$ cat config.mk
export PLATFORM = sky130hd
export DESIGN_NAME = apb_bridge
export DESIGN_NICKNAME = d
export VERILOG_FILES = /design/src/hdl/riscboy_pkg.sv /design/src/hdl/apb_bridge.sv
export VERILOG_INCLUDE_DIRS = /design/src /design/src/hdl
export SDC_FILE = /design/constraint.sdc
export NUM_CORES = 1
export LEC_CHECK = 0
export BUFFER_PORTS_ARGS = -buffer_cell sky130_fd_sc_hd__buf_2
export CORE_ASPECT_RATIO = 1.5
export CORE_MARGIN = 10
export CORE_UTILIZATION = 43
export CTS_BUF_LIST = sky130_fd_sc_hd__clkbuf_8
export DETAILED_ROUTE_END_ITERATION = 10
export PLACE_DENSITY = 0.82
export RECOVER_POWER = 50
export REMOVE_ABC_BUFFERS = 1
export SLEW_MARGIN = 20
export SYNTH_ARGS = -nofsm -noshare
export SYNTH_HDL_FRONTEND = slang
export SYNTH_SLANG_ARGS = --single-unit
$ cat constraint.sdc
create_clock -name clk -period 1.9 [get_ports clk]
set_clock_uncertainty 0.1 [all_clocks]
set_input_delay 0.475 -clock clk [delete_from_list [all_inputs] [get_ports clk]]
set_output_delay 0.475 -clock clk [all_outputs]
set_load 0.005 [all_outputs]
$ cat src/hdl/riscboy_macros.svh
/* Fixed widths and address map of the bus fabric.
   SRAM decode ignores address bits other than the top three and bit 19,
   so the 8 KiB array aliases through its window. */

`ifndef RISCBOY_MACROS_SVH
`define RISCBOY_MACROS_SVH

// ====================
// Bus widths
`define RB_W_ADDR          32
`define RB_W_DATA          32
`define RB_W_PADDR         16

// ====================
// System address map
`define RB_SRAM_BASE       32'h2000_0000
`define RB_SRAM_MASK       32'he008_0000
`define RB_SRAM_DEPTH_LOG2 11            // 2K words
`define RB_APB_BASE        32'h4000_0000
`define RB_APB_MASK        32'he000_0000

// ====================
// Peripheral map
`define RB_APB_SLOT_MASK   16'hf000
`define RB_GPIO_SLOT       16'h0000
`define RB_GPIO_OUT_OFS    16'h0000
`define RB_GPIO_OE_OFS     16'h0004
`define RB_GPIO_IN_OFS     16'h0008
`define RB_N_PADS          25

`endif
$ cat src/hdl/riscboy_pkg.sv
/* Shared types of the fabric. Widths come from the macro header.
   State encodings are local to each FSM and not visible on any port. */

`include "riscboy_macros.svh"

package riscboy_pkg;

	typedef logic [`RB_W_ADDR-1:0]   addr_t;
	typedef logic [`RB_W_DATA-1:0]   data_t;
	typedef logic [`RB_W_DATA/8-1:0] strb_t;
	typedef logic [`RB_W_PADDR-1:0]  paddr_t;
	typedef logic [`RB_N_PADS-1:0]   pads_t;

	// Request from a master, or toward a target
	typedef struct packed {
		addr_t addr;
		logic  write;
		data_t wdata;
		strb_t wstrb;
	} bus_req_t;

	typedef struct packed {
		data_t rdata;
		logic  err;    // Decode or slave error
	} bus_rsp_t;

	typedef struct packed {
		paddr_t paddr;
		logic   psel;
		logic   penable;
		logic   pwrite;
		data_t  pwdata;
	} apb_req_t;

	typedef struct packed {
		data_t prdata;
		logic  pready;
		logic  pslverr;
	} apb_rsp_t;

	typedef enum logic [1:0] {ARB_IDLE, ARB_BUSY, ARB_RESPOND} arb_state_e;
	typedef enum logic [1:0] {APB_IDLE, APB_SETUP, APB_ACCESS} apb_state_e;

endpackage

$ cat src/hdl/apb_bridge.sv
/* Target port to APB master. Only the GPIO slot is mapped; other slots
   get an error with no bus cycle. APB writes are whole words, so wstrb
   is not carried onto the peripheral bus. */

`timescale 1ns/1ps
`include "riscboy_macros.svh"

module apb_bridge (
	input  logic                  clk,
	input  logic                  rst_n,
	input  logic                  tgt_valid,
	input  riscboy_pkg::bus_req_t tgt_req,
	output logic                  tgt_ready,
	output logic                  rsp_valid,
	output riscboy_pkg::bus_rsp_t rsp,
	output riscboy_pkg::apb_req_t apb_req,
	input  riscboy_pkg::apb_rsp_t apb_rsp
);

riscboy_pkg::apb_state_e state;
riscboy_pkg::paddr_t     paddr_in;
riscboy_pkg::paddr_t     paddr_q;
riscboy_pkg::data_t      pwdata_q;
logic                    pwrite_q;
logic                    slot_hit;
riscboy_pkg::bus_rsp_t   rsp_q;

assign paddr_in  = tgt_req.addr[`RB_W_PADDR-1:0];
assign slot_hit  = (paddr_in & `RB_APB_SLOT_MASK) == `RB_GPIO_SLOT;
assign tgt_ready = state == riscboy_pkg::APB_IDLE;

always_ff @(posedge clk) begin
	if (!rst_n) begin
		state     <= riscboy_pkg::APB_IDLE;
		rsp_valid <= 1'b0;
	end else begin
		rsp_valid <= 1'b0;
		case (state)
		riscboy_pkg::APB_IDLE: begin
			if (tgt_valid) begin
				if (slot_hit)
					state <= riscboy_pkg::APB_SETUP;
				else
					rsp_valid <= 1'b1;  // Unmapped slot
			end
		end
		riscboy_pkg::APB_SETUP: state <= riscboy_pkg::APB_ACCESS;
		riscboy_pkg::APB_ACCESS: begin
			if (apb_rsp.pready) begin
				state     <= riscboy_pkg::APB_IDLE;
				rsp_valid <= 1'b1;
			end
		end
		default: state <= riscboy_pkg::APB_IDLE;
		endcase
	end
end

always_ff @(posedge clk) begin
	if (state == riscboy_pkg::APB_IDLE && tgt_valid) begin
		paddr_q     <= paddr_in;
		pwrite_q    <= tgt_req.write;
		pwdata_q    <= tgt_req.wdata;
		rsp_q.rdata <= '0;     // Error unless the access completes
		rsp_q.err   <= 1'b1;
	end else if (state == riscboy_pkg::APB_ACCESS && apb_rsp.pready) begin
		rsp_q.rdata <= apb_rsp.prdata;
		rsp_q.err   <= apb_rsp.pslverr;
	end
end

assign rsp = rsp_q;

assign apb_req.paddr   = paddr_q;
assign apb_req.psel    = state != riscboy_pkg::APB_IDLE;
assign apb_req.penable = state == riscboy_pkg::APB_ACCESS;
assign apb_req.pwrite  = pwrite_q;
assign apb_req.pwdata  = pwdata_q;

// ====================
// APB protocol

a_setup_first: assert property (@(posedge clk) disable iff (!rst_n)
	$rose(apb_req.penable) |-> $past(apb_req.psel) && !$past(apb_req.penable))
	else $error("penable without a setup phase");

a_addr_stable: assert property (@(posedge clk) disable iff (!rst_n)
	apb_req.penable |-> $stable(apb_req.paddr) && $stable(apb_req.pwrite))
	else $error("paddr changed during access");

endmodule

-- After elaboration in Yosys (flattened, before gate mapping)
Index checks and enable logic that the tools add are counted.
- bits in registers: 85
- bits in latches: 0
- memory bits (writable): 0
- bits in read-only memories: 0
- logic and storage cells: 26
- memories: 0
- $add $sub $neg: 0
- multipliers: 0
- div/mod/pow operators: 0
- $lt $le $gt $ge: 0
- equal/unequal tests: 5
- shift operators: 0
- muxes and demuxes: 8
- bitwise operators: 0
- reduce and logical (&&, ||, !) cells: 6
- operator list (kind ; count):
    logical NOT 16 bit ; 1
    2-to-1 mux 2 bit ; 3
    case mux 2 bit (3 select lines) ; 1
    != test 2 x 1 -> 1 bit (second input constant) ; 2
    2-to-1 mux 1 bit ; 3
    AND reduction 3 bit ; 1
    equality test 2 x 1 -> 1 bit (second input constant) ; 1
    equality test 2 bit (second input constant) ; 1
    logical AND 1 bit ; 2
    logical NOT 2 bit ; 1
    != test 2 bit (second input constant) ; 1
    case mux 1 bit (2 select lines) ; 1
    nonzero test 2 bit ; 1

-- Longest topological paths before layout
- depth in word-level cells: 4
- gate-level depth with buffers: 6

-- Worst setup path after synthesis
OpenSTA, ideal clock, no wires.
- path type: input port to flip-flop
- start: in tgt_valid
- end: reg paddr_q[0], enable pin
- setup time: 0.373 ns
- data arrival time: 1.260 ns
- required time: 1.427 ns
- path slack: 0.167 ns
- stages: 2
- cells stage by stage: nor3b_4 buf_4
- word-level cells in the longest chain between the ends: 1
- ends and longest elaborated chain (element ; RTL line ; text):
    start: declaration ; apb_bridge.sv:11 ; input logic tgt_valid,
    logical AND 1 bit ; apb_bridge.sv:60 ; if (state == riscboy_pkg::APB_IDLE && tgt_valid) begin
    end signal: assignment ; apb_bridge.sv:61 ; paddr_q <= paddr_in;
    end: declaration ; apb_bridge.sv:22 ; riscboy_pkg::paddr_t paddr_q;
Every way passes these cells.
A chain may end at the register's enable or synchronous reset.

==> impl_summary.txt <==
----------------------------------------------------
[Timing]
  Unrepaired setup endpoints after global routing ... no
  Tcrit/Tclk final ... 0.922
  Pins Over Slew Limit ... 0
  Number of setup violations in the final report ... 0
  Max-Slew Margin vs Limit ... 0.727
  Final critical path time including I/O delays and setup ... 1.75 ns
  Peak Freq ... 0.571 GHz
  Actual transition at the worst max-transition pin ... 0.410 ns
  Final Hold Viols ... 0

[CTS]
  Total clock buffers created by CTS ... 9
  Root buffer selected by CTS ... sky130_fd_sc_hd__clkbuf_8
  Worst-Skew Late Latency ... 0.34 ns
  Post-CTS sizing ... 0
  Level count of the clock H-tree ... 3
  CTS clock-pin slew for the worst setup and hold paths ... 0.08 ns
  Hold bufs inserted after CTS ... 0
  Clk buf depth ... 2
  Clock Sink Count ... 85
  Number of setup buffers added after CTS ... 0
  Clock tree from TritonCTS ... built

[Outcome]
  Outcome ... complete, no violations

[Synth]
  Number of distinct standard cells referenced by the synthesized netlist ... 22
  Number of cells produced by synthesis ... 210
  Number of enable flip-flop cells after synthesis ... 49
  Synthesized area divided by synthesized cell count ... 13.7 µm²
  Combined area of all synthesized cells ... 2880 µm²
  Sequential element share of the synthesized area ... 0.761
  Post-synth ARST share ... 0
  Top flip-flop cell by instance count after synthesis ... sky130_fd_sc_hd__edfxtp_1
  Total of flip-flops plus latches after synthesis ... 85
  Number of synthesis warnings ... 0

[Floorplan]
  Overall die width ... 86.8 µm
  Area inside the core boundary ... 6530 µm²
  Starting density of the core ... 0.441
  Height of the chip ... 120 µm
  Area of the die ... 10,400 µm²
  Cell Rows ... 36
  Boundary Pins ... 192

[Setup path]
  Launching element type of the critical path ... flop
  Kind of end point of the critical path ... output pin
  Category of the critical setup timing path ... flop to output pin
  Arrival @ worst endpoint ... 1.18 ns
  Largest fanout of any net on the critical path ... 8
  Data required, critical path ... 1.32 ns

[Finish]
  Final cell count without fillers ... 467
  Layout cell share with drive strength beyond 1 ... 0.370
  Commonest cells after routing, fill and taps aside ... 114 x sky130_fd_sc_hd__buf_2, 66 x sky130_fd_sc_hd__nand2_1, 57 x sky130_fd_sc_hd__clkbuf_1, 49 x sky130_fd_sc_hd__edfxtp_1, 36 x sky130_fd_sc_hd__dfxtp_1
  # nets final ... 490
  Commonest non-fill, non-tap cell in the layout ... sky130_fd_sc_hd__buf_2
  Signed area change from the synthesized netlist to the final layout ... 35.0%

[Power and ir drop]
  Power consumption ... 3.47 mW
  Pwr/cell area ... 891 nW/µm²
  Static leakage ... 1.56 nW
  Worst vdd rail ir drop ... 0.450 mV

[Placed design]
  Global placer's final weighted congestion ... 0.729
  Buffers on Ports ... 171
  Detail Placement HPWL ... 6.08 mm
  Placed cell count ... 449

[Flow run]
  Number of max-cap violations ... 0

[Global route]
  Wire length of the first global-routing pass ... 11.7 mm
  Antenna violations before repair ... 2
  Remaining Overflow, GRT ... 0
  GR Util All Layers ... 0.144
  Largest net degree at the start of global routing ... 59
  Vias in the first global route ... 2,271

[Route]
  Routed wire length per instance ... 17.0 µm
  Number of DRC violations after detailed routing ... 0
  Number of optimization iterations in the first detailed-route pass ... 4
  1st-iter DRT viols ... 72
  Vias ... 2,179
  Total Wirelength ... 7.93 mm
  Drt via density ... 4.67
  Remaining antenna violation count after routing ... 0

[Min path]
  Path category of the worst min-delay check ... input port to flop

----------------------------------------------------
[per-stage QoR]
step                      hold WS (ns)  setup slack, ns  cell area, µm²  utilization  setup TNS, ns
final                            0.203            0.148            3890        0.595              0
after global placement           0.325            0.354            3760        0.576              0
after detailed placement         0.339            0.341            3760        0.576              0
after global routing             0.180           0.0716            3890        0.595              0
after floorplan                  0.335            -1.18            2770            -         -90.50
after CTS                        0.179            0.125            3960        0.606              0
[Yosys cell counts (2+ instances only)]
cell,instances,share of area
sky130_fd_sc_hd__dfxtp_1,36,0.25
sky130_fd_sc_hd__buf_8,3,0.016
sky130_fd_sc_hd__a21oi_1,22,0.038
sky130_fd_sc_hd__edfxtp_1,49,0.51
sky130_fd_sc_hd__a21oi_2,11,0.033
sky130_fd_sc_hd__nor2b_1,2,0.0043
sky130_fd_sc_hd__buf_4,7,0.018
sky130_fd_sc_hd__nand2_1,66,0.086
[final timing paths]
check / from / to / slack, ns / depth (start not counted)
hold / removal: tgt_req[29] / pwdata_q[25]$_DFFE_PP_ / 0.20 / 1
hold reg to reg: rsp[0]$_SDFFE_PP1P_ / rsp[0]$_SDFFE_PP1P_ / 0.35 / 2
setup reg to reg: state[1]$_SDFFE_PN0P_ / rsp[20]$_SDFFE_PP0P_ / 0.43 / 3
setup / recovery: state[1]$_SDFFE_PN0P_ / apb_req[33] / 0.15 / 2
[flip-flops by register name, indices dropped and copies added (netlist names)]
signal     flops
paddr_q       16
pwdata_q      32
pwrite_q       1
rsp           33
rsp_valid      1
state          2
[worst max-delay path, stage by stage (launching register included)]
cell and delay [ns]:
sky130_fd_sc_hd__dfxtp_1 0.54, sky130_fd_sc_hd__and2b_1 0.19, sky130_fd_sc_hd__buf_2 0.11
[per-layer routing]
metal / wire length [µm] / part of all wire / global-route usage
met5: 0 / 0 / 0
met4: 198 / 0.025 / 0.0732
met3: 1010 / 0.13 / 0.0672
met2: 4000 / 0.50 / 0.244
met1: 2720 / 0.34 / 0.143
[where the power goes]
group	switching, mW	total (mW)	internal [mW]
clock	0.589	1.22	0.632
combinational	0.105	0.210	0.105
sequential	0.0172	2.04	2.02
[cell families after synthesis]
kind of cell | after synthesis | share of synthesized area
buffers and inverters | 13 | 0.0408
and+or+nand+nor | 77 | 0.122
DFF | 85 | 0.761
AOI/OAI and AO/OA | 35 | 0.0760
[area by class of cell]
type | count | area (µm²)
Sequential cell | 85 | 2190
Tap cell | 76 | 95.1
Multi-Input combinational cell | 112 | 571
Inverter | 1 | 3.75
Antenna cell | 2 | 5.00
Clock buffer | 10 | 138
Timing Repair Buffer | 175 | 827
Clock inverter | 6 | 57.6
Fill cell | 544 | 2640
No activity file was read; power rests on OpenSTA's default activity.
