--- src/hdl/riscboy_macros.svh ---
/* Fixed widths and address map of the bus fabric.
   SRAM decode ignores address bits other than the top three and bit 19,
   so the 8 KiB array aliases through its window. */

`ifndef RISCBOY_MACROS_SVH
`define RISCBOY_MACROS_SVH

// ====================
// Bus widths
`define RB_W_ADDR          32
`define RB_W_DATA          32
`define RB_W_PADDR         16

// ====================
// System address map
`define RB_SRAM_BASE       32'h2000_0000
`define RB_SRAM_MASK       32'he008_0000
`define RB_SRAM_DEPTH_LOG2 11            // 2K words
`define RB_APB_BASE        32'h4000_0000
`define RB_APB_MASK        32'he000_0000

// ====================
// Peripheral map
`define RB_APB_SLOT_MASK   16'hf000
`define RB_GPIO_SLOT       16'h0000
`define RB_GPIO_OUT_OFS    16'h0000
`define RB_GPIO_OE_OFS     16'h0004
`define RB_GPIO_IN_OFS     16'h0008
`define RB_N_PADS          25

`endif
--- src/hdl/riscboy_pkg.sv ---
/* Shared types of the fabric. Widths come from the macro header.
   State encodings are local to each FSM and not visible on any port. */

`include "riscboy_macros.svh"

package riscboy_pkg;

	typedef logic [`RB_W_ADDR-1:0]   addr_t;
	typedef logic [`RB_W_DATA-1:0]   data_t;
	typedef logic [`RB_W_DATA/8-1:0] strb_t;
	typedef logic [`RB_W_PADDR-1:0]  paddr_t;
	typedef logic [`RB_N_PADS-1:0]   pads_t;

	// Request from a master, or toward a target
	typedef struct packed {
		addr_t addr;
		logic  write;
		data_t wdata;
		strb_t wstrb;
	} bus_req_t;

	typedef struct packed {
		data_t rdata;
		logic  err;    // Decode or slave error
	} bus_rsp_t;

	typedef struct packed {
		paddr_t paddr;
		logic   psel;
		logic   penable;
		logic   pwrite;
		data_t  pwdata;
	} apb_req_t;

	typedef struct packed {
		data_t prdata;
		logic  pready;
		logic  pslverr;
	} apb_rsp_t;

	typedef enum logic [1:0] {ARB_IDLE, ARB_BUSY, ARB_RESPOND} arb_state_e;
	typedef enum logic [1:0] {APB_IDLE, APB_SETUP, APB_ACCESS} apb_state_e;

endpackage

--- src/hdl/gpio_regs.sv ---
/* GPIO with OUT, OE and IN registers, 25 pads, no pad multiplexing.
   padin goes through two flops, so a change takes two cycles to be readable.
   Always answers in the first access cycle. */

`timescale 1ns/1ps
`include "riscboy_macros.svh"

module gpio_regs (
	input  logic                  clk,
	input  logic                  rst_n,
	input  riscboy_pkg::apb_req_t apb_req,
	output riscboy_pkg::apb_rsp_t apb_rsp,
	output riscboy_pkg::pads_t    padout,
	output riscboy_pkg::pads_t    padoe,
	input  riscboy_pkg::pads_t    padin
);

riscboy_pkg::pads_t   out_q;
riscboy_pkg::pads_t   oe_q;
riscboy_pkg::pads_t   in_meta;
riscboy_pkg::pads_t   in_sync;
riscboy_pkg::paddr_t  ofs;
riscboy_pkg::data_t   prdata;
logic                 access;
logic                 bad_ofs;
logic                 ro_write;

assign ofs      = apb_req.paddr & ~`RB_APB_SLOT_MASK;
assign access   = apb_req.psel && apb_req.penable;
assign ro_write = apb_req.pwrite && ofs == `RB_GPIO_IN_OFS;

always_comb begin
	prdata  = '0;
	bad_ofs = 1'b0;
	case (ofs)
	`RB_GPIO_OUT_OFS: prdata = riscboy_pkg::data_t'(out_q);
	`RB_GPIO_OE_OFS:  prdata = riscboy_pkg::data_t'(oe_q);
	`RB_GPIO_IN_OFS:  prdata = riscboy_pkg::data_t'(in_sync);
	default:          bad_ofs = 1'b1;
	endcase
end

always_ff @(posedge clk) begin
	if (!rst_n) begin
		out_q <= '0;
		oe_q  <= '0;
	end else if (access && apb_req.pwrite) begin
		if (ofs == `RB_GPIO_OUT_OFS)
			out_q <= apb_req.pwdata[`RB_N_PADS-1:0];  // Upper bits dropped
		if (ofs == `RB_GPIO_OE_OFS)
			oe_q <= apb_req.pwdata[`RB_N_PADS-1:0];
	end
end

// Input synchronizer
always_ff @(posedge clk) begin
	in_meta <= padin;
	in_sync <= in_meta;
end

assign apb_rsp.prdata  = prdata;
assign apb_rsp.pready  = 1'b1;
assign apb_rsp.pslverr = access && (bad_ofs || ro_write);

assign padout = out_q;
assign padoe  = oe_q;

endmodule

--- config.mk ---
export PLATFORM = sky130hd
export DESIGN_NAME = gpio_regs
export DESIGN_NICKNAME = d
export VERILOG_FILES = /design/src/hdl/riscboy_pkg.sv /design/src/hdl/gpio_regs.sv
export VERILOG_INCLUDE_DIRS = /design/src /design/src/hdl
export SDC_FILE = /design/constraint.sdc
export NUM_CORES = 1
export LEC_CHECK = 0
export BUFFER_PORTS_ARGS = -buffer_cell sky130_fd_sc_hd__buf_2
export CORE_ASPECT_RATIO = 1.75
export CORE_MARGIN = 2
export CORE_UTILIZATION = 40
export DETAILED_ROUTE_END_ITERATION = 8
export GPL_ROUTABILITY_DRIVEN = 0
export HOLD_SLACK_MARGIN = 0.15
export MAX_ROUTING_LAYER = met4
export PLACE_DENSITY = 0.73
export SLEW_MARGIN = 20
export SYNTH_ARGS = -nofsm -noshare
export SYNTH_HDL_FRONTEND = slang
export SYNTH_SLANG_ARGS = --single-unit
--- constraint.sdc ---
create_clock -name clk -period 2.9 [get_ports clk]
set_input_delay 0.725 -clock clk [delete_from_list [all_inputs] [get_ports clk]]
set_output_delay 0.725 -clock clk [all_outputs]
set_load 0.005 [all_outputs]
=== Word-level counts from Yosys, hierarchy flattened ===
Cells that the tools add are included.

* Register bits: 100
* Input bits: 78
* Output and inout bits: 84
* Logic and storage cells: 17

* Equality and inequality tests: 2
* Muxes and demuxes: 2
* Reduce and logical (&&, ||, !) cells: 9

{| class="wikitable"
|+ Operators with widths
! operator !! number
|-
| $pmux W25 S3 || 1
|-
| $logic_not A16 Y1 || 1
|-
| $eq A12 B3 Y1 const B || 1
|-
| $eq A12 B4 Y1 const B || 1
|-
| $logic_and A1 B1 Y1 || 4
|-
| $reduce_and A2 Y1 || 2
|-
| $reduce_or A3 Y1 || 1
|-
| $logic_or A1 B1 Y1 || 1
|-
| $mux W1 || 1
|}

=== Longest topological paths before layout ===
Gate-level depths: netlist of run 1.

* Word-level depth: 5
* Mapped depth: 7
* Gate-level depth less buffers: 4

=== Worst setup path before layout of run 1 ===
OpenSTA, ideal clock, no wires.

* Path kind: input port to output port
* From: in apb_req[44] (netlist name)
* To: out apb_rsp[13] (netlist name)
* Arrival time: 2.351 ns
* Data required time: 2.175 ns
* Setup slack: -0.176 ns
* Stages on the path: 6
* Path buffers: 2
* Cell sequence: or4_1 clkbuf_1 nor4_2 clkbuf_1 a222oi_1 inv_1

{| class="wikitable"
|+ RTL lines
! item !! RTL line !! RTL
|-
| start: declaration || gpio_regs.sv:11 || <nowiki>input riscboy_pkg::apb_req_t apb_req,</nowiki>
|-
| end: declaration || gpio_regs.sv:12 || <nowiki>output riscboy_pkg::apb_rsp_t apb_rsp,</nowiki>
|}

==> key figures, run 1 <==
Drt
  – Vias: approximately 2800
  – Routed len/inst: ~15 µm
  – First-pass DRT Iterations: 5
  – ANT nets after route: 0
  – Post-Route WL: ~8900 µm
  – Remaining DRCs: 0
  – Via density: just under 5
  – First-iteration detailed-routing DRC count: just under 200

Cells and area
  – ANT cells: 0
  – Most used cells in the layout excluding fill and tap cells: buf_2 (139), dfxtp_1 (100), nand2_1 (76)
  – Fin area: between 4000 and 5000 µm²
  – Final cell count without fillers: 585
  – Syn-to-layout area delta: 36.17%
  – Share of cells above drive strength 1: 0.3830
  – Commonest non-fill, non-tap cell in the layout: buf_2
  – Final Net Count: around 540

STA
  – Tightest Pin Transition: roughly 640 ps
  – Clock Skew: 3.810 ps
  – Fmax: around 330 MHz
  – Final Cycle Share: 1.046
  – Fin. Hold Viols: 0
  – Slew Limit Fails: 0
  – Minimum clock period: approximately 3000 ps
  – Slew headroom: 0.5757
  – Setup Viol. Count Final: 25
  – Setup TNS: -2257 ps
  – Final WS setup: -132.6 ps
  – RSZ-0062 raised after global routing: true

CTS
  – Worst skew pair latency: between 300 and 400 ps
  – TritonCTS Buffers: 9
  – Cts hold-fix bufs: 0
  – CTS tree: done
  – Max H-tree Level: 3
  – Clock Sinks: 100
  – Root Driver: clkbuf_16
  – Clock-pin slew on the worst setup and hold paths: 70 ps
  – CTS max path bufs: 2

Setup path
  – Crit-path most repeated cell: buf_6
  – CP Launch Type: input pin
  – Critical Path RT: around 2200 ps
  – CP max-delay cell: or4_4
  – Worst EP arrival: approximately 2300 ps
  – CP peak stage delay: 590 ps
  – Crit. End Element: output port
  – Crit-path cells: buf_6 -> or4_4 -> nor4_4 -> buf_6 -> buf_8 -> a222oi_1 -> inv_1 -> buf_2
  – Peak fanout along the critical path: 8
  – Reg2reg setup slack: 2250 ps
  – Worst Path Class, Setup: in -> out

Floorplan
  – Rows: 44
  – # IOs: 162
  – Die height: between 100 and 150 µm
  – Area of the die: 9418 µm²
  – Die X: around 74 µm
  – Initial Util: 0.4125
  – Core area: between 8000 and 9000 µm²

GRT
  – Vias in the first global route: roughly 2900
  – First-pass GRT wire length: between 10000 and 15000 µm
  – Largest net degree at the start of global routing: 43
  – Global Route Usage Sum: 0.1913
  – Global route overflow: 0
  – Initial antenna violation count: 0

Placement
  – Placed cells: between 500 and 600
  – Dpl cell area: 4283 µm²
  – Port buffer count: between 100 and 150
  – Hpwl dp: 6334 µm

Pwr
  – Peak supply drop: roughly 430 µV
  – Final Power: 2.787 mW
  – Leak: 2.315 nW
  – Cell area power density: around 590 nW/µm²

Logic synthesis
  – YS warnings: 0
  – Netlist cell types: 21
  – Sequential area share after synthesis: 0.5799
  – Asr flop ratio synth: 0
  – Ranking of synthesized cells by area: dfxtp_1 (58%), mux2i_1 (14%), nand2_1 (8.3%)
  – Cell Area, Synth: roughly 3500 µm²
  – Post-synth EDFFs: 0
  – Mapped Cells: around 320
  – Syn_area_per_cell: approximately 11 µm²
  – Dominant synthesized flop cell: dfxtp_1
  – #FFs+latches synth: 100
  – Top cell type's share of synthesized area: 0.5799
  – Leading area contributor after synthesis: dfxtp_1

Outcome
  – Status: finished with violations
  – Failing checks: negative setup slack

Run
  – Maximum capacitance violations: 0

Hold path
  – Hold crit path type: reg -> reg
power breakdown:
| part | internal [mW] | switching, mW |
|---|---|---|
| Clock | 0.779 | 0.496 |
| Combinational | 0.0456 | 0.0475 |
| Sequential | 1.41 | 0.00957 |
cell usage after synthesis (2+ instances only):
cell type    n
nand2b_1     2
buf_4       10
conb_1       2
mux2i_1     50
buf_6        4
a222oi_1    25
or4_1        2
and4_1       2
clkbuf_1    16
nand2_1     76
inv_1       25
dfxtp_1    100
metal layers:
metal	global-route usage	up-vias	routed length (µm)
met4	0.09244	0	178
li1	-	1374	-
met2	0.3388	111	4971
met1	0.1845	1331	3189
met5	-	-	0
met3	0.05401	12	519
worst max-delay path: cells and delay by family:
kind	cells	cell delay, ps
compound gates	1	100
simple gates	2	880
buf+inv	5	600
worst paths after layout:
path / startpoint / end / cells after the start
hold / removal: in_meta[2] / in_sync[2] / 0
setup / recovery: apb_req[45] / apb_rsp[19] / 8
setup reg to reg: padout[1] / padout[1] / 2
hold reg to reg: in_meta[2] / in_sync[2] / 0
flip-flops by register name (all words and copies together), names as in the netlist:
signal and count:
in_sync 25, padoe 25, in_meta 25, padout 25
logic make-up after synthesis:
logic type / synth area share
AO/OA/AOI/OAI: 0.07539
buffers and inverters: 0.08082
flip-flops: 0.5799
multiplexers: 0.1450
other: 0.002176
AND/OR/NAND/NOR: 0.1167
metrics by stage:
step	worst slack (ps)	utilization	hold slack, ps
after floorplan	-9.552	-	309.6
after global placement	-156.5	0.5118	310.1
after detailed placement	-140.1	0.5118	312.1
after CTS	-111.2	0.5535	327.2
after global routing	-189.5	0.5618	331.6
final	-132.6	0.5618	324.5
repair_timing:
item / 4_1_cts / 5_1_grt
gates resized for setup: 5 / 9
setup buffers: 0 / 1
gates cloned: 0 / 2
endpoints found under the setup margin: 25 / 25
hold endpoints to repair: 0 / 0
pin swaps: 1 / 17
cell type report:
type / count / area, µm²
fillers: 769 / 3667
clock inverters: 6 / 86.33
multi-input cells: 173 / 1212
flip-flops and latches: 100 / 2002
clock buffers: 10 / 239.0
repair buffers: 156 / 923.4
inverters: 25 / 93.84
well taps: 115 / 143.9
Note: power is estimated with default switching activity, not from simulation.
==> inputs of run 2 (changes only) <==
--- a/config.mk
+++ b/config.mk
@@ -14,7 +14,7 @@
 export GPL_ROUTABILITY_DRIVEN = 0
 export HOLD_SLACK_MARGIN = 0.15
 export MAX_ROUTING_LAYER = met4
-export PLACE_DENSITY = 0.73
+export PLACE_DENSITY = 0.8
 export SLEW_MARGIN = 20
 export SYNTH_ARGS = -nofsm -noshare
 export SYNTH_HDL_FRONTEND = slang
==> run 2 against run 1 <==
  * The run still ends with negative setup slack left
  * Sequential power is essentially flat
  * Cell count is 0.34% higher
  * Register-to-register slack hardly changed
  * Sequential share of layout area about the same
  * Clock power is 9% lower
  * Critical path depth is the same
  * Routed wire length is 0.30% lower
  * Non-clock buffer count is 1 higher
  * Sequential cell count stayed put
  * Count of clock-buffer cells in the layout increased by 1
==> key figures, run 2 (synthesized netlist as in run 1, its figures left out) <==
CTS
  – Max H-tree Level: 3 (unchanged)
  – Cts hold-fix bufs: 0 (unchanged)
  – CTS max path bufs: 2 (unchanged)
  – Worst skew pair latency: 330 ps (about the same)
  – TritonCTS Buffers: 9 (unchanged)
  – Root Driver: clkbuf_16 (unchanged)
  – Clock Sinks: 100 (unchanged)
  – Clock-pin slew on the worst setup and hold paths: 70 ps (about the same)
  – CTS tree: done (unchanged)

GRT
  – Vias in the first global route: 2887 (was 2851)
  – Grt met3 use: 0.04766 (was 0.05401)
  – First-pass GRT wire length: 13710 µm (was 13360 µm)
  – GR peak layer: met2 (unchanged)
  – Initial antenna violation count: 1 (was 0)
  – Global route overflow: 0 (unchanged)
  – Met2 usage in global routing: 0.3482 (was 0.3388)
  – Global Route Usage Sum: 0.1974 (was 0.1913)
  – Largest net degree at the start of global routing: 28 (was 43)
  – M1 GR Usage: 0.1960 (was 0.1845)

Cells and area
  – FF+latch area: 2002 µm² (unchanged)
  – Most used cells in the layout excluding fill and tap cells: buf_2 (139), dfxtp_1 (100), nand2_1 (76) (unchanged)
  – Share of cells above drive strength 1: 0.3800 (was 0.3830)
  – Commonest non-fill, non-tap cell in the layout: buf_2 (unchanged)
  – Syn-to-layout area delta: 36.03% (was 36.17%)
  – Multi-input gate area: 1212 µm² (unchanged)
  – Final Net Count: 544 (was 543)
  – Fill cells: 772 (was 769)

STA
  – Final WS setup: -108.4 ps (was -132.6 ps)
  – Clock Skew: 4.642 ps (was 3.810 ps)
  – Slew Limit Fails: 0 (unchanged)
  – Final Cycle Share: 1.037 (was 1.046)
  – RSZ-0062 raised after global routing: true (unchanged)
  – Fin. Hold Viols: 0 (unchanged)
  – Setup Viol. Count Final: 25 (unchanged)
  – Fmax: 332.4 MHz (was 329.7 MHz)
  – Min Hold Slack: 323.6 ps (was 324.5 ps)
  – Minimum clock period: 3008 ps (was 3033 ps)

Floorplan
  – Core area: 8368 µm² (unchanged)
  – Initial Util: 0.4125 (unchanged)
  – Die X: 74.23 µm (unchanged)
  – Rows: 44 (unchanged)
  – Area of the die: 9418 µm² (unchanged)
  – # IOs: 162 (unchanged)
  – Die height: 126.9 µm (unchanged)

Pwr
  – Cell area power density: 569.2 nW/µm² (was 593.0 nW/µm²)
  – Final Power: 2.673 mW (was 2.787 mW)
  – Leak: 2.298 nW (was 2.315 nW)
  – Peak supply drop: 376.2 µV (was 426.9 µV)

Setup path
  – Crit. End Element: output port (unchanged)
  – Peak fanout along the critical path: 7 (was 8)
  – CP Launch Type: input pin (unchanged)
  – Critical Path RT: 2170 ps (about the same)
  – Worst Path Class, Setup: in -> out (unchanged)
  – Worst EP arrival: 2280 ps (was 2310 ps)
  – R2R cell count: 2 (unchanged)

Placement
  – Port buffer count: 142 (unchanged)
  – Hpwl dp: 6379 µm (was 6334 µm)

Hold path
  – Hold crit path type: reg -> reg (unchanged)
  – Hold path depth: 0 (unchanged)

Drt
  – First-iteration detailed-routing DRC count: 172 (was 195)
  – First-pass DRT Iterations: 7 (was 5)
  – Vias: 2879 (was 2828)
  – Post-Route WL: 8832 µm (was 8859 µm)
  – Routed len/inst: 15.05 µm (was 15.14 µm)
  – Remaining DRCs: 0 (unchanged)
  – Via density: 4.905 (was 4.834)
  – ANT nets after route: 0 (unchanged)

Run
  – Maximum capacitance violations: 0 (unchanged)

Outcome
  – Status: finished with violations (unchanged)
  – Failing checks: negative setup slack (unchanged)
==> run 2: changes by cell type in the layout (fill, tap and decap cells not counted), moves of 2 or more <==
cell      delta
clkbuf_1     +2
clkinv_2     -2
clkinv_4     +2
buf_6        -2
==> run 2: final cells by class <==
| class | count | area share |
|---|---|---|
| timing repair buffer | 157 | 0.2014 |
| sequential | 100 | 0.4263 |
| antenna | 1 | 0.0005329 |
| clock buffer | 11 | 0.04956 |
| inverter | 25 | 0.01998 |
| tap | 115 | 0.03064 |
| clock inverter | 5 | 0.01332 |
| multi-input combinational | 173 | 0.2582 |
==> run 2: metrics by stage <==
stage                     setup slack, ps  std cells  TNS [ps]  utilization  area, µm²
after floorplan                    -9.552        329    -191.0            -       3550
after CTS                          -118.4        586     -2409       0.5580       4669
after global placement             -149.9        567     -2627       0.5142       4303
after detailed placement           -157.1        567     -3240       0.5142       4303
final                              -108.4        587     -2304       0.5612       4696
after global routing               -168.0        587     -3552       0.5612       4696
==> run 2: final timing paths <==
path	from	end	slack, ps
worst max-delay path	apb_req[41]	apb_rsp[21]	-110
worst min-delay path	in_meta[21]	in_sync[21]	320
worst max register to register	padoe[8]	padoe[8]	2250
worst min register to register	in_meta[21]	in_sync[21]	320
==> run 2: critical path, cell delays in order <==
cell and delay [ps]:
buf_6 90, or4_4 590, nor4_4 290, buf_6 190, buf_8 140, a222oi_1 100
inv_1 60, buf_2 100
==> run 2: power breakdown <==
part           switching [mW]  leakage [nW]  internal, mW
logic                  0.0474          1.34        0.0446
registers             0.00939         0.824          1.41
clock network           0.489         0.136         0.672
==> run 2: repair_timing <==
action                                  4_1_cts  5_1_grt
pin swaps                                    25        7
cloned                                        2        0
buffers inserted                              1        0
endpoints found under the setup margin       25       25
gates resized for setup                       9        5
==> run 2: routing by layer <==
metal  part of all wire  vias up
met1               0.38     1376
met2               0.56      108
met4              0.017        0
li1                   -     1383
met5                  0        -
met3              0.052       12
