===== src/hdl/riscboy_macros.svh =====
/* Fixed widths and address map of the bus fabric.
   SRAM decode ignores address bits other than the top three and bit 19,
   so the 8 KiB array aliases through its window. */

`ifndef RISCBOY_MACROS_SVH
`define RISCBOY_MACROS_SVH

// ====================
// Bus widths
`define RB_W_ADDR          32
`define RB_W_DATA          32
`define RB_W_PADDR         16

// ====================
// System address map
`define RB_SRAM_BASE       32'h2000_0000
`define RB_SRAM_MASK       32'he008_0000
`define RB_SRAM_DEPTH_LOG2 11            // 2K words
`define RB_APB_BASE        32'h4000_0000
`define RB_APB_MASK        32'he000_0000

// ====================
// Peripheral map
`define RB_APB_SLOT_MASK   16'hf000
`define RB_GPIO_SLOT       16'h0000
`define RB_GPIO_OUT_OFS    16'h0000
`define RB_GPIO_OE_OFS     16'h0004
`define RB_GPIO_IN_OFS     16'h0008
`define RB_N_PADS          25

`endif

===== src/hdl/riscboy_pkg.sv =====
/* Shared types of the fabric. Widths come from the macro header.
   State encodings are local to each FSM and not visible on any port. */

`include "riscboy_macros.svh"

package riscboy_pkg;

	typedef logic [`RB_W_ADDR-1:0]   addr_t;
	typedef logic [`RB_W_DATA-1:0]   data_t;
	typedef logic [`RB_W_DATA/8-1:0] strb_t;
	typedef logic [`RB_W_PADDR-1:0]  paddr_t;
	typedef logic [`RB_N_PADS-1:0]   pads_t;

	// Request from a master, or toward a target
	typedef struct packed {
		addr_t addr;
		logic  write;
		data_t wdata;
		strb_t wstrb;
	} bus_req_t;

	typedef struct packed {
		data_t rdata;
		logic  err;    // Decode or slave error
	} bus_rsp_t;

	typedef struct packed {
		paddr_t paddr;
		logic   psel;
		logic   penable;
		logic   pwrite;
		data_t  pwdata;
	} apb_req_t;

	typedef struct packed {
		data_t prdata;
		logic  pready;
		logic  pslverr;
	} apb_rsp_t;

	typedef enum logic [1:0] {ARB_IDLE, ARB_BUSY, ARB_RESPOND} arb_state_e;
	typedef enum logic [1:0] {APB_IDLE, APB_SETUP, APB_ACCESS} apb_state_e;

endpackage


===== src/hdl/bus_arbiter.sv =====
/* Two-master arbiter with one transaction in flight. ppu has fixed priority,
   so a busy ppu can starve proc. Addresses outside both windows get an error
   response without touching a target. */

`timescale 1ns/1ps
`include "riscboy_macros.svh"

module bus_arbiter (
	input  logic                  clk,
	input  logic                  rst_n,
	input  logic                  proc_req_valid,
	input  logic                  ppu_req_valid,
	input  riscboy_pkg::bus_req_t proc_req,
	input  riscboy_pkg::bus_req_t ppu_req,
	output logic                  proc_req_ready,
	output logic                  ppu_req_ready,
	output logic                  proc_rsp_valid,
	output logic                  ppu_rsp_valid,
	output riscboy_pkg::bus_rsp_t proc_rsp,
	output riscboy_pkg::bus_rsp_t ppu_rsp,
	input  logic                  proc_rsp_ready,
	input  logic                  ppu_rsp_ready,
	output logic                  sram_valid,
	output logic                  bridge_valid,
	output riscboy_pkg::bus_req_t tgt_req,
	input  logic                  sram_ready,
	input  logic                  bridge_ready,
	input  logic                  sram_rsp_valid,
	input  logic                  bridge_rsp_valid,
	input  riscboy_pkg::bus_rsp_t sram_rsp,
	input  riscboy_pkg::bus_rsp_t bridge_rsp
);

riscboy_pkg::arb_state_e state;
logic                    owner_ppu;
logic                    sel_sram;
logic                    sel_bridge;
logic                    issued;    // Target has taken the request
riscboy_pkg::bus_req_t   req_q;
riscboy_pkg::bus_rsp_t   rsp_q;

riscboy_pkg::bus_req_t   req_in;
riscboy_pkg::bus_rsp_t   tgt_rsp;
logic                    accept;
logic                    hit_sram;
logic                    hit_apb;
logic                    miss;
logic                    tgt_rsp_valid;
logic                    rsp_accept;

// ====================
// Grant and decode

assign ppu_req_ready  = state == riscboy_pkg::ARB_IDLE;
assign proc_req_ready = state == riscboy_pkg::ARB_IDLE && !ppu_req_valid; // ppu wins ties
assign accept = (ppu_req_valid && ppu_req_ready) || (proc_req_valid && proc_req_ready);
assign req_in = ppu_req_valid ? ppu_req : proc_req;

assign hit_sram = (req_in.addr & `RB_SRAM_MASK) == `RB_SRAM_BASE;
assign hit_apb  = (req_in.addr & `RB_APB_MASK) == `RB_APB_BASE;
assign miss     = !(sel_sram || sel_bridge);

// ====================
// Target side

assign sram_valid   = state == riscboy_pkg::ARB_BUSY && sel_sram && !issued;
assign bridge_valid = state == riscboy_pkg::ARB_BUSY && sel_bridge && !issued;
assign tgt_req      = req_q;

assign tgt_rsp_valid = sram_rsp_valid || bridge_rsp_valid;
assign tgt_rsp       = sram_rsp_valid ? sram_rsp : bridge_rsp;

// Response goes back only to the owner
assign proc_rsp_valid = state == riscboy_pkg::ARB_RESPOND && !owner_ppu;
assign ppu_rsp_valid  = state == riscboy_pkg::ARB_RESPOND && owner_ppu;
assign proc_rsp       = rsp_q;
assign ppu_rsp        = rsp_q;
assign rsp_accept     = (proc_rsp_valid && proc_rsp_ready) || (ppu_rsp_valid && ppu_rsp_ready);

always_ff @(posedge clk) begin
	if (!rst_n) begin
		state      <= riscboy_pkg::ARB_IDLE;
		owner_ppu  <= 1'b0;
		sel_sram   <= 1'b0;
		sel_bridge <= 1'b0;
		issued     <= 1'b0;
	end else begin
		case (state)
		riscboy_pkg::ARB_IDLE: begin
			if (accept) begin
				state      <= riscboy_pkg::ARB_BUSY;
				owner_ppu  <= ppu_req_valid;
				sel_sram   <= hit_sram;
				sel_bridge <= hit_apb;
				issued     <= 1'b0;
			end
		end
		riscboy_pkg::ARB_BUSY: begin
			if ((sram_valid && sram_ready) || (bridge_valid && bridge_ready))
				issued <= 1'b1;
			if (tgt_rsp_valid || miss)
				state <= riscboy_pkg::ARB_RESPOND;
		end
		riscboy_pkg::ARB_RESPOND: begin
			if (rsp_accept)
				state <= riscboy_pkg::ARB_IDLE;
		end
		default: state <= riscboy_pkg::ARB_IDLE;
		endcase
	end
end

always_ff @(posedge clk) begin
	if (accept)
		req_q <= req_in;
	if (state == riscboy_pkg::ARB_BUSY) begin
		if (tgt_rsp_valid) begin
			rsp_q <= tgt_rsp;
		end else if (miss) begin
			rsp_q.rdata <= '0;   // Decode error
			rsp_q.err   <= 1'b1;
		end
	end
end

// ====================
// Checks

a_one_target: assert property (@(posedge clk) disable iff (!rst_n)
	!(sram_valid && bridge_valid))
	else $error("arbiter drives both targets at once");

a_owner_stable: assert property (@(posedge clk) disable iff (!rst_n)
	state != riscboy_pkg::ARB_IDLE |=> state == riscboy_pkg::ARB_IDLE || $stable(owner_ppu))
	else $error("owner changed during a transaction");

a_proc_rsp_hold: assert property (@(posedge clk) disable iff (!rst_n)
	proc_rsp_valid && !proc_rsp_ready |=> proc_rsp_valid && $stable(proc_rsp))
	else $error("proc response dropped before ready");

a_ppu_rsp_hold: assert property (@(posedge clk) disable iff (!rst_n)
	ppu_rsp_valid && !ppu_rsp_ready |=> ppu_rsp_valid && $stable(ppu_rsp))
	else $error("ppu response dropped before ready");

endmodule


===== config.mk =====
export PLATFORM = sky130hd
export DESIGN_NAME = bus_arbiter
export DESIGN_NICKNAME = d
export VERILOG_FILES = /design/src/hdl/riscboy_pkg.sv /design/src/hdl/bus_arbiter.sv
export VERILOG_INCLUDE_DIRS = /design/src /design/src/hdl
export SDC_FILE = /design/constraint.sdc
export NUM_CORES = 1
export LEC_CHECK = 0
export BUFFER_PORTS_ARGS = -buffer_cell sky130_fd_sc_hd__buf_2
export CORE_AREA = 2 2 137 139
export DETAILED_ROUTE_END_ITERATION = 16
export DIE_AREA = 0 0 139 141
export PLACE_DENSITY = 0.63
export SYNTH_ARGS = -nofsm -noshare
export SYNTH_HDL_FRONTEND = slang
export SYNTH_SLANG_ARGS = --single-unit
export TNS_END_PERCENT = 100

===== constraint.sdc =====
create_clock -name clk -period 2.55 [get_ports clk]
set_input_delay 0.51 -clock clk [delete_from_list [all_inputs] [get_ports clk]]
set_output_delay 0.51 -clock clk [all_outputs]
set_load 0.02 [all_outputs]

======== Yosys cells after proc, flatten, opt, wreduce, memory -nomap -nowiden ========
Index checks and enable logic that the tools add are counted.
operators by class
  $add $sub $neg .......................... 0
  multiply operators ...................... 0
  divide/modulo/power cells ............... 0
  order comparisons ....................... 0
  equality and inequality tests ........... 9
  shift-type cells ........................ 0
  muxes and demuxes ....................... 11
  bitwise gates (word level) .............. 0
  reduce and logical (&&, ||, !) cells .... 29
operators with widths
  kind                  count
  $mux W33              3
  $mux W69              1
  $logic_and A1 B1 Y1   13
  $logic_or A1 B1 Y1    6
  $mux W2               3
  $ne A2 B1 Y1 const B  3
  $pmux W2 S3           1
  $reduce_and A3 Y1     2
  $eq A4 B2 Y1 const B  1
  $logic_not A1 Y1      4
  $ne A2 B2 Y1 const B  2
  $reduce_and A2 Y1     2
  $eq A3 B2 Y1 const B  1
  $eq A2 B1 Y1 const B  1
  $eq A2 B2 Y1 const B  1
  $logic_not A2 Y1      1
  $mux W1               2
  $pmux W1 S2           1
  $reduce_bool A2 Y1    1
word-level totals
  register bits after elaboration ......... 108
  latch bits .............................. 0
  bits in writable memories ............... 0
  ROM bits ................................ 0
  word-level logic and storage cells ...... 60
  memories kept ........................... 0

======== Longest topological paths before layout ========
Gate-level depths: netlist of run 1.
  depth in word-level cells ............... 7
  mapped depth ............................ 5
  mapped depth without buffers ............ 5

======== Least setup slack after synthesis of run 1 ========
Ideal clock, no wire load.
  kind .................................... reg2reg
  start ................................... register state[1]
  end ..................................... register req_q (netlist bit tgt_req[0]) (enable)
  library setup time ...................... 0.424 ns
  arrival ................................. 2.340 ns
  data required time ...................... 2.126 ns
  path slack .............................. -0.214 ns
  cell stages (with the launch flop) ...... 4
  buffers on the path ..................... 0
  period minus slack after synthesis ...... 2.764 ns
  cells stage by stage .................... dfxtp_1 -> nor2_1 -> o21ai_1 -> inv_1
on the way
  word-level cells in the longest chain between the ends .. 4
ends and longest elaborated chain
  item                     line                source
  from (decl)              bus_arbiter.sv:34   riscboy_pkg::arb_state_e state;
  from (signal assigned)   bus_arbiter.sv:82   state <= riscboy_pkg::ARB_IDLE;
  from (signal assigned)   bus_arbiter.sv:91   state <= riscboy_pkg::ARB_BUSY;
  from (signal assigned)   bus_arbiter.sv:102  state <= riscboy_pkg::ARB_RESPOND;
  $logic_not A2 Y1 *       bus_arbiter.sv:54   assign ppu_req_ready = state == riscboy_pkg::ARB_IDLE;
  named net ppu_req_ready  bus_arbiter.sv:16   output logic ppu_req_ready,
  $logic_and A1 B1 Y1      bus_arbiter.sv:55   assign proc_req_ready = state == riscboy_pkg::ARB_IDLE && !ppu_req_valid;
  $logic_and A1 B1 Y1      bus_arbiter.sv:56   assign accept = (ppu_req_valid && ppu_req_ready) || (proc_req_valid && proc_req_ready);
  $logic_or A1 B1 Y1 *     bus_arbiter.sv:56
  named net accept         bus_arbiter.sv:44   logic accept;
  to (signal assigned)     bus_arbiter.sv:115  req_q <= req_in;
  to (decl)                bus_arbiter.sv:39   riscboy_pkg::bus_req_t req_q;
Mark *: on every way through the listed nets, which the timed path passes. The rest lies on a longest branch.
A chain may end at the register's enable or synchronous reset.

======== Final worst setup path of run 1 ========
  start ................................... register state[1]
  end ..................................... output port sram_valid
on the way
  word-level cells in the longest chain between the ends .. 3
ends and longest elaborated chain
  item                              line               source
  $eq A2 B1 Y1                      bus_arbiter.sv:66  assign sram_valid = state == riscboy_pkg::ARB_BUSY && sel_sram && !issued;
  $logic_and A1 B1 Y1 (2 in a row)  bus_arbiter.sv:66
  to (decl)                         bus_arbiter.sv:23  output logic sram_valid,
Every way passes these cells.

==> out/metrics.yaml, run 1 <==
yosysMostFrequentCell: "edfxtp_1"
final_nets: 885
synth_cell_types: 29
start_util_pct: 26.7
clockRootBuffer: "clkbuf_16"
async_flop_share_pct: 0
track_usage_pct: 14.0
die-area_sq_um: 19600
core-area_sq_um: 18300
postRouteAntennaNets: 0
dr.first_iter.drc_count: 145
cts_buffer_depth: 2
synth_ff_type: "edfxtp_1"
hold_viol: 0
cp-end-kind: "output port"
rsz0062_at_grt: "no"
p_int_mw: 3.24
worst_pin_slew_ns: 0.923
avgRoutedWirePerCell_um: 15.5
routed_wl_mm: 14.1
synth_seq_area_share_pct: 65.2
postCtsHoldBufs: 0
p_sw_share_pct: 29.4
criticalPathCategory: "reg2out"
cts_tree: "done"
synthTopCellsByArea: "edfxtp_1 63%, mux2_2 16%, buf_4 5.1%, nand2_1 4.2%, o21ai_0 2.7%"
cts_resized: 0
setup_viol: 0
pre_cts_slack_ns: 0.592
holdCritPathClass: "in2reg"
synth_nets: 564
die_h_um: 141
final_util_pct: 38.3
place_hpwl_mm: 11.2
yosys.area.top_type: "edfxtp_1"
ys_seq_elements: 108
p_leak_nw: 3.13
post_cts_buffers: 0
first_global_vias: 3865
worstSetupStartpointType: "flop"
cp.arrival_ns: 1.49
pwr-share-comb_pct: 21.2
cp_max_fo: 4
r2r-start: "sel_bridge"
fin_skew_ns: 0.0132
setup_slack_ns: 0.552
outcome: "finished clean"
antenna_found_initial: 3
ff2ff_path_depth: 3
synth_area_per_cell_sq_um: 13.9
seq_power_share_pct: 48.6
synth_warnings: 0
max_freq_mhz: 501
num_antenna_cells: 0
power_frac_clock_pct: 30.2
grt_max_degree: 63
vdd_ir_drop_max_mv: 0.285
num_rows: 50
crit_required_ns: 2.04
gp_congestion: 0.751
cts.sinks: 108
syn_area_sq_um: 4880
maxSlewViolCount: 0
grt_pass1_wl_mm: 21.0
synth_cells: 350
yosysTopAreaCellShare_pct: 62.7
crit_start: "state[1]"
synthTopCellsByCount: "102 x edfxtp_1, 68 x mux2_2, 55 x nand2_1, 33 x buf_4, 26 x o21ai_0"
cts_buffers: 9
reg2reg_to: "ppu_rsp[12]"
r2r_slack_ns: 0.75
io_pins: 355
clk_latency_ns: 0.35
drtPass1Iterations: 4
relSlewSlack_pct: 38.3
overflow: 0
drcViolationCount: 0
io_buffers: 354
drive_gt1_share_pct: 66.3
dieWidth_um: 139
synth_enable_flop_cells: 102
fin_crit_ns: 2.00
fin_crit_sh_pct: 78.3
vias_per_cell: 4.29
critPathCapture: "sram_valid"
htree_num_levels: 3
vias: 3902
cap_violations: 0
area_delta_synth_final_pct: 43.4
clk_pin_slew_ns: 0.08
switching_power_mw: 1.35
tns_ns: 0
powerDensity_nw_per_um2: 656
-- cells by family after synthesis --
| group | synth area share [%] |
|---|---|
| and+or+nand+nor | 6.79 |
| AOI/OAI and AO/OA | 5.18 |
| DFF | 65.2 |
| buffers and inverters | 6.84 |
| muxes | 16.0 |
-- critical path, stage by stage (launching register included) --
cell and delay [ns]:
dfxtp_1 0.34, nand2b_1 0.25, nor3b_1 0.32, buf_2 0.24
-- power by group through the flow --
stage / logic (mW) / clock network (mW) / registers, mW
after detailed placement: 0.990 / 0 / 2.28
after global routing: 1.05 / 1.53 / 2.25
after CTS: 0.994 / 1.46 / 2.24
after global placement: 0.985 / 0 / 2.27
after floorplan: 0.360 / 0 / 2.50
final: 0.975 / 1.39 / 2.23
-- layout by cell type, fill, tap and decap left out, drive strengths merged --
| cell type | count |
|---|---|
| edfxtp | 102 |
| inv | 4 |
| a22oi | 1 |
| nand3 | 1 |
| a21oi | 2 |
| a222oi | 1 |
| nor3b | 2 |
| mux2 | 69 |
| clkbuf | 9 |
| o21a | 2 |
| nor4 | 1 |
| dfxtp | 6 |
| clkinvlp | 2 |
| nand2b | 2 |
| nand2 | 55 |
| a21boi | 2 |
| a211oi | 1 |
| nor2 | 8 |
| or4b | 1 |
| buf | 361 |
| a22o | 6 |
| clkinv | 3 |
| o21ai | 27 |
| nor2b | 5 |
| nor3 | 3 |
-- sequential cells by signal (all words and copies together), names as in the netlist --
signal      flops
owner_ppu       1
sel_bridge      1
sel_sram        1
tgt_req        69
issued          1
ppu_rsp        33
state           2
-- worst min-delay path by stage --
stage	from	end	slack (ns)	cells past startpoint
global route	sram_rsp[4]	ppu_rsp[4]	0.42	3
CTS	rst_n	state[0]	0.41	2
detailed placement	sel_sram	sel_sram	0.47	2
finish	rst_n	state[0]	0.43	2
global placement	sel_sram	sel_sram	0.47	2
floorplan	sel_sram	sel_sram	0.44	2
-- layer usage --
metal	part of all wire, %	vias up	global-route usage, %
met5	0.16	-	0
met4	1.3	4	4.20
met3	9.4	14	5.43
met2	52	237	24.6
met1	37	1760	15.7
li1	-	1887	-
-- stage by stage --
stage	instances	hold slack (ns)	total power, mW	instance area [sq um]
3_3_place_gp	894	0.473	3.26	6710
4_1_cts	910	0.415	4.69	7000
6_report	910	0.433	4.59	7000
2_1_floorplan	350	0.439	2.86	4890
3_5_place_dp	894	0.471	3.27	6710
5_1_grt	910	0.419	4.83	7000
-- area by class of cell --
class / count / area (sq um)
Multi-Input combinational cell: 189 / 1370
Clock buffer: 9 / 225
Timing Repair Buffer: 361 / 1850
Tap cell: 234 / 293
Fill cell: 1818 / 11300
Inverter: 2 / 11.3
Clock inverter: 7 / 68.8
Sequential cell: 108 / 3180
Power figures use the tool's default switching activity.
==> run 2, diff against run 1 <==
--- a/config.mk
+++ b/config.mk
@@ -6,11 +6,12 @@
 export SDC_FILE = /design/constraint.sdc
 export NUM_CORES = 1
 export LEC_CHECK = 0
+export ABC_AREA = 1
 export BUFFER_PORTS_ARGS = -buffer_cell sky130_fd_sc_hd__buf_2
 export CORE_AREA = 2 2 137 139
 export DETAILED_ROUTE_END_ITERATION = 16
 export DIE_AREA = 0 0 139 141
-export PLACE_DENSITY = 0.63
+export PLACE_DENSITY = 0.62
 export SYNTH_ARGS = -nofsm -noshare
 export SYNTH_HDL_FRONTEND = slang
 export SYNTH_SLANG_ARGS = --single-unit
==> constraint.sdc (replaced) <==
create_clock -name clk -period 2 [get_ports clk]
set_input_delay 0.4 -clock clk [delete_from_list [all_inputs] [get_ports clk]]
set_output_delay 0.4 -clock clk [all_outputs]
set_load 0.02 [all_outputs]
==> run 2 against run 1 <==
Die area is the same; critical endpoint is now bridge_valid; sequential power increased by 31%; largest power group unchanged; total power increased by 34%; worst hold slack got worse by 0.12 ns; first-iteration DRC count unchanged.
==> out/metrics.yaml, run 2 <==
overflow: 0  # unchanged
dieWidth_um: 139  # unchanged
seq_power_share_pct: 47.6  # was 48.6%
fin_area_sq_um: 7100  # was 7000 sq um
p_int_mw: 4.30  # was 3.24 mW
postCtsHoldBufs: 0  # unchanged
num_rows: 50  # unchanged
synth_warnings: 0  # unchanged
synth_cell_types: 19  # was 29
die_h_um: 141  # unchanged
fillers: 1872  # was 1818
routed_wl_mm: 15.3  # was 14.1 mm
synth_enable_flop_cells: 102  # unchanged
core-area_sq_um: 18300  # unchanged
gp_congestion: 0.779  # was 0.751
die-area_sq_um: 19600  # unchanged
p_sw_share_pct: 30.0  # was 29.4%
clk_pin_slew_ns: 0.07  # was 0.08 ns
drtPass1Iterations: 4  # unchanged
post_cts_buffers: 0  # unchanged
setup_viol: 0  # unchanged
whs_ns: 0.311  # was 0.433 ns
synth_ff_type: "edfxtp_1"  # unchanged
final_cell_mix: "354 x buf_2, 233 x nand2_1, 102 x edfxtp_1"  # was 354 x buf_2, 102 x edfxtp_1, 68 x mux2_2
area_delta_synth_final_pct: 42.0  # was 43.4%
worstSetupStartpointType: "flop"  # unchanged
postRouteAntennaNets: 0  # unchanged
dr.first_iter.drc_count: 145  # unchanged
cap_violations: 0  # unchanged
crit_slowest_cell: "dfxtp_1"  # unchanged
fin_crit_ns: 1.86
clockRootBuffer: "clkbuf_16"  # unchanged
power_frac_clock_pct: 29.1  # was 30.2%
cts.sinks: 108  # unchanged
async_flop_share_pct: 0  # unchanged
cts_buffers: 9  # unchanged
holdCritPathClass: "in2reg"  # unchanged
cp-end-kind: "output port"  # unchanged
path_cells: "inv_2, nor2_2, nand2_1, nor2_1, buf_2"  # was nand2b_1, nor3b_1, buf_2
io_pins: 355  # unchanged
htree_num_levels: 3  # unchanged
syn_area_sq_um: 5000  # was 4880 sq um
max_stage_delay_ns: 0.42  # was 0.34 ns
vias_per_cell: 4.22  # was 4.29
synthTopCellsByArea: "edfxtp_1 61%, nand2_1 17%, buf_4 6.3%, nor2_1 3.0%, dfxtp_1 2.4%"  # was edfxtp_1 63%, mux2_2 16%, buf_4 5.1%, nand2_1 4.2%, o21ai_0 2.7%
cts_buffer_depth: 2  # unchanged
yosys.area.top_type: "edfxtp_1"  # unchanged
cp.arrival_ns: 1.46  # was 1.49 ns
switching_power_mw: 1.84  # was 1.35 mW
grt_pass1_wl_mm: 22.6  # was 21.0 mm
drcViolationCount: 0  # unchanged
placed_cell_area_sq_um: 6810  # was 6710 sq um
drive_gt1_share_pct: 46.6  # was 66.3%
hold_viol: 0  # unchanged
clk_latency_ns: 0.35  # about the same
first_global_vias: 4323  # was 3865
place_hpwl_mm: 12.3  # was 11.2 mm
fin_skew_ns: 0.00813  # was 0.0132 ns
final_util_pct: 38.9  # was 38.3%
grt_max_degree: 58  # was 63
layout_commonest_cell: "buf_2"  # unchanged
track_usage_pct: 15.0  # was 14.0%
start_util_pct: 27.4  # was 26.7%
relSlewSlack_pct: 65.3  # was 38.3%
synth_seq_area_share_pct: 63.6  # was 65.2%
p_leak_nw: 3.60  # was 3.13 nW
synthTopCellsByCount: "233 x nand2_1, 102 x edfxtp_1, 42 x buf_4, 40 x nor2_1, 19 x a21oi_1"  # was 102 x edfxtp_1, 68 x mux2_2, 55 x nand2_1, 33 x buf_4, 26 x o21ai_0
cts_resized: 0  # unchanged
vias: 4489  # was 3902
synth_area_per_cell_sq_um: 9.84  # was 13.9 sq um
fin_crit_sh_pct: 93.2
yosysMostFrequentCell: "nand2_1"  # was edfxtp_1
antenna_found_initial: 2  # was 3
tns_ns: 0  # unchanged
worst_pin_slew_ns: 0.520  # was 0.923 ns
powerDensity_nw_per_um2: 865  # was 656 nW/um^2
vdd_ir_drop_max_mv: 0.466  # was 0.285 mV
ys_seq_elements: 108  # unchanged
cts_tree: "done"  # unchanged
maxSlewViolCount: 0  # unchanged
max_freq_mhz: 537
pwr-share-comb_pct: 23.4  # was 21.2%
io_buffers: 354  # unchanged
crit_required_ns: 1.60  # was 2.04 ns
synth_cells: 508  # was 350
criticalPathCategory: "reg2out"  # unchanged
synth_nets: 722  # was 564
yosysTopAreaCellShare_pct: 61.2  # was 62.7%
rsz0062_at_grt: "no"  # unchanged
largest_reg_flops: 69  # unchanged
final_nets: 1039  # was 885
avgRoutedWirePerCell_um: 14.4  # was 15.5 um
outcome: "finished clean"  # unchanged
cp_max_fo: 6  # was 4
## run 2: logic make-up (layout without fill, tap and decap cells)
logic type,after synthesis,count (layout),share of synthesized area (%)
simple gates,293,293,23.2
compound gates,34,34,4.13
buf+inv,73,395,9.01
flops,108,108,63.6
other cells,0,1,0
## run 2: cell type report
type	count	area (sq um)	area share (%)
clock buffers	10	229	3.22
clock inverters	6	63.8	0.899
flip-flops and latches	108	3180	44.8
inverters	16	60.1	0.846
repair buffers	363	1900	26.8
diodes	1	2.50	0.0352
multi-input cells	327	1370	19.3
well taps	234	293	4.12
## run 2: final timing paths
kind,startpoint,to,slack [ns],cells after the start
worst max-delay path,state[0],bridge_valid,0.14,5
worst min register to register,owner_ppu,owner_ppu,0.53,2
worst max register to register,state[1],tgt_req[2],0.53,4
worst min-delay path,proc_req[16],tgt_req[16],0.31,3
## run 2: routing by layer
metal  track usage, %  wire length, um  vias to the layer above  share of wire (%)
li1                 -                -                     2258                  -
met1             16.1             5780                     1960                 38
met2             27.6             7910                      247                 52
met3             4.08             1190                       22                7.8
met4             6.86              381                        2                2.5
met5                0               16                        -               0.10
## run 2: critical path, delay by kind of cell (launching register included)
kind          cells  cell delay, ns
simple gates      3            0.43
buf+inv           2            0.27
flops             1            0.42
## run 2: power by group through the flow
stage	Combinational (mW)	Sequential [mW]	Clock [mW]
2_1_floorplan	0.534	3.30	0
3_3_place_gp	1.45	2.96	0
3_5_place_dp	1.46	2.98	0
4_1_cts	1.46	2.93	1.86
5_1_grt	1.56	2.95	1.94
6_report	1.43	2.92	1.79
## run 2: stage by stage
step | total power, mW | instances | setup slack, ns
after global routing | 6.44 | 1065 | 0.0208
after CTS | 6.25 | 1064 | 0.109
after global placement | 4.41 | 1048 | 0.358
after floorplan | 3.83 | 508 | 0.156
after detailed placement | 4.44 | 1048 | 0.360
final | 6.14 | 1065 | 0.136
==> run 3, diff against run 2 <==
--- a/config.mk
+++ b/config.mk
@@ -11,6 +11,7 @@
 export CORE_AREA = 2 2 137 139
 export DETAILED_ROUTE_END_ITERATION = 16
 export DIE_AREA = 0 0 139 141
+export MAX_ROUTING_LAYER = met4
 export PLACE_DENSITY = 0.62
 export SYNTH_ARGS = -nofsm -noshare
 export SYNTH_HDL_FRONTEND = slang
==> run 3 against run 2 <==
Clock power about the same; combinational power about the same; first-iteration DRC count is 2.1% higher; total power about the same; wire length about the same; global-route usage grew 0.45 points; critical path depth did not move; clock-buffer cell count stayed put; non-clock buffer count unchanged; sequential share of layout area about the same; clock skew grew 0.00065 ns; sequential power hardly changed; critical endpoint unchanged; largest power group unchanged; highest routed layer is now met4.
==> out/metrics.yaml, run 3 (synthesis results as in run 2) <==
reg2reg_to: "tgt_req[2]"  # unchanged
place_hpwl_mm: 12.3  # unchanged
drtPass1Iterations: 4  # unchanged
core-area_sq_um: 18300  # unchanged
r2r_slack_ns: 0.54  # was 0.53 ns
cts_buffer_depth: 2  # unchanged
largest_reg_flops: 69  # unchanged
crit_start: "state[0]"  # unchanged
postCtsHoldBufs: 0  # unchanged
cts_tree: "done"  # unchanged
cp.arrival_ns: 1.46  # about the same
switching_power_mw: 1.85  # was 1.84 mW
crit_required_ns: 1.60  # about the same
dr.first_iter.drc_count: 148  # was 145
whs_ns: 0.310  # was 0.311 ns
clockRootBuffer: "clkbuf_16"  # unchanged
drive_gt1_share_pct: 46.6  # unchanged
cap_violations: 0  # unchanged
antenna_found_initial: 2  # unchanged
cts_buffers: 9  # unchanged
max_stage_delay_ns: 0.42  # about the same
pwr-share-comb_pct: 23.3  # was 23.4%
max_freq_mhz: 537  # about the same
post_cts_buffers: 0  # unchanged
layout_commonest_cell: "buf_2"  # unchanged
cp_max_fo: 6  # unchanged
overflow: 0  # unchanged
grt_pass1_wl_mm: 22.6  # about the same
fin_crit_ns: 1.86  # about the same
pre_cts_slack_ns: 0.360  # unchanged
outcome: "finished clean"  # unchanged
holdCritPathClass: "in2reg"  # unchanged
final_nets: 1039  # unchanged
rsz0062_at_grt: "no"  # unchanged
io_pins: 355  # unchanged
tns_ns: 0  # unchanged
holdCritStartpoint: "proc_req[16]"  # unchanged
first_global_vias: 4329  # was 4323
dieWidth_um: 139  # unchanged
vias_per_cell: 4.20  # was 4.22
dp_cells: 1048  # unchanged
relSlewSlack_pct: 65.4  # was 65.3%
gp_congestion: 0.789  # was 0.779
vdd_ir_drop_max_mv: 0.466  # about the same
crit_slowest_cell: "dfxtp_1"  # unchanged
cp-end-kind: "output port"  # unchanged
min_to: "tgt_req[16]"  # unchanged
fin_skew_ns: 0.00878  # was 0.00813 ns
powerDensity_nw_per_um2: 865  # about the same
maxSlewViolCount: 0  # unchanged
p_int_mw: 4.30  # about the same
area_delta_synth_final_pct: 42.0  # about the same
die-area_sq_um: 19600  # unchanged
io_buffers: 354  # unchanged
grt_max_degree: 58  # unchanged
cts_resized: 0  # unchanged
setup_viol: 0  # unchanged
postRouteAntennaNets: 0  # unchanged
start_util_pct: 27.4  # unchanged
htree_num_levels: 3  # unchanged
avgRoutedWirePerCell_um: 14.3  # was 14.4 um
final_cell_mix: "354 x buf_2, 233 x nand2_1, 102 x edfxtp_1"  # unchanged
stdcell_count: 1066  # was 1065
clk_latency_ns: 0.35  # about the same
cts.sinks: 108  # unchanged
p_sw_share_pct: 30.0  # about the same
final_util_pct: 38.9  # about the same
track_usage_pct: 15.5  # was 15.0%
num_rows: 50  # unchanged
worstSetupStartpointType: "flop"  # unchanged
drcViolationCount: 0  # unchanged
die_h_um: 141  # unchanged
setup_slack_ns: 0.137  # was 0.136 ns
clk_pin_slew_ns: 0.07  # about the same
hold_depth: 3  # unchanged
power_frac_clock_pct: 29.1  # about the same
routed_wl_mm: 15.3  # about the same
ff2ff_path_depth: 4  # unchanged
hold_viol: 0  # unchanged
seq_power_share_pct: 47.5  # was 47.6%
fin_crit_sh_pct: 93.2  # about the same
criticalPathCategory: "reg2out"  # unchanged
p_leak_nw: 3.60  # unchanged
worst_pin_slew_ns: 0.519  # was 0.520 ns
r2r-start: "state[1]"  # unchanged
vias: 4480  # was 4489
path_cells: "inv_2, nor2_2, nand2_1, nor2_1, buf_2"  # unchanged
[run 3: worst max path at each step]
stage,end,slack (ns),cells after the start
after floorplan,ppu_rsp[0],0.16,5
after global placement,tgt_req[13],0.36,4
after detailed placement,tgt_req[9],0.36,4
after CTS,bridge_valid,0.11,5
after global routing,ppu_rsp_valid,0.02,5
final,bridge_valid,0.14,5
[run 3: final cells by class]
cell class                 instances  area (sq um)
clock buffer                      10           229
fill                            1872         11200
antenna                            2          5.00
inverter                          16          60.1
timing repair buffer             363          1900
tap                              234           293
clock inverter                     6          63.8
sequential                       108          3180
multi-input combinational        327          1370
[run 3: critical path: cells and delay by family, from the launching register on]
kind                   cells  cell delay (ns)
DFF                        1             0.42
and+or+nand+nor            3             0.43
buffers and inverters      2             0.27
[run 3: per-stage QoR]
stage | power (mW) | instance area (sq um)
after floorplan | 3.83 | 5000
after global placement | 4.41 | 6810
after detailed placement | 4.44 | 6810
after CTS | 6.25 | 7100
after global routing | 6.44 | 7100
final | 6.14 | 7100
[run 3: per-layer routing]
metal  wire length, um  GRT usage (%)  part of all wire (%)  vias to the layer above
met5                 0              -                     0                        -
met4               401           6.96                   2.6                        0
met3              1070           3.23                   7.0                       22
met2              7890           27.6                    52                      237
met1              5920           16.6                    39                     1959
li1                  -              -                     -                     2262
[run 3: power by group through the flow]
stage	sequential (mW)	combinational [mW]	clock, mW
6_report	2.92	1.43	1.79
5_1_grt	2.95	1.56	1.93
4_1_cts	2.93	1.46	1.86
3_5_place_dp	2.98	1.46	0
3_3_place_gp	2.96	1.45	0
2_1_floorplan	3.30	0.534	0
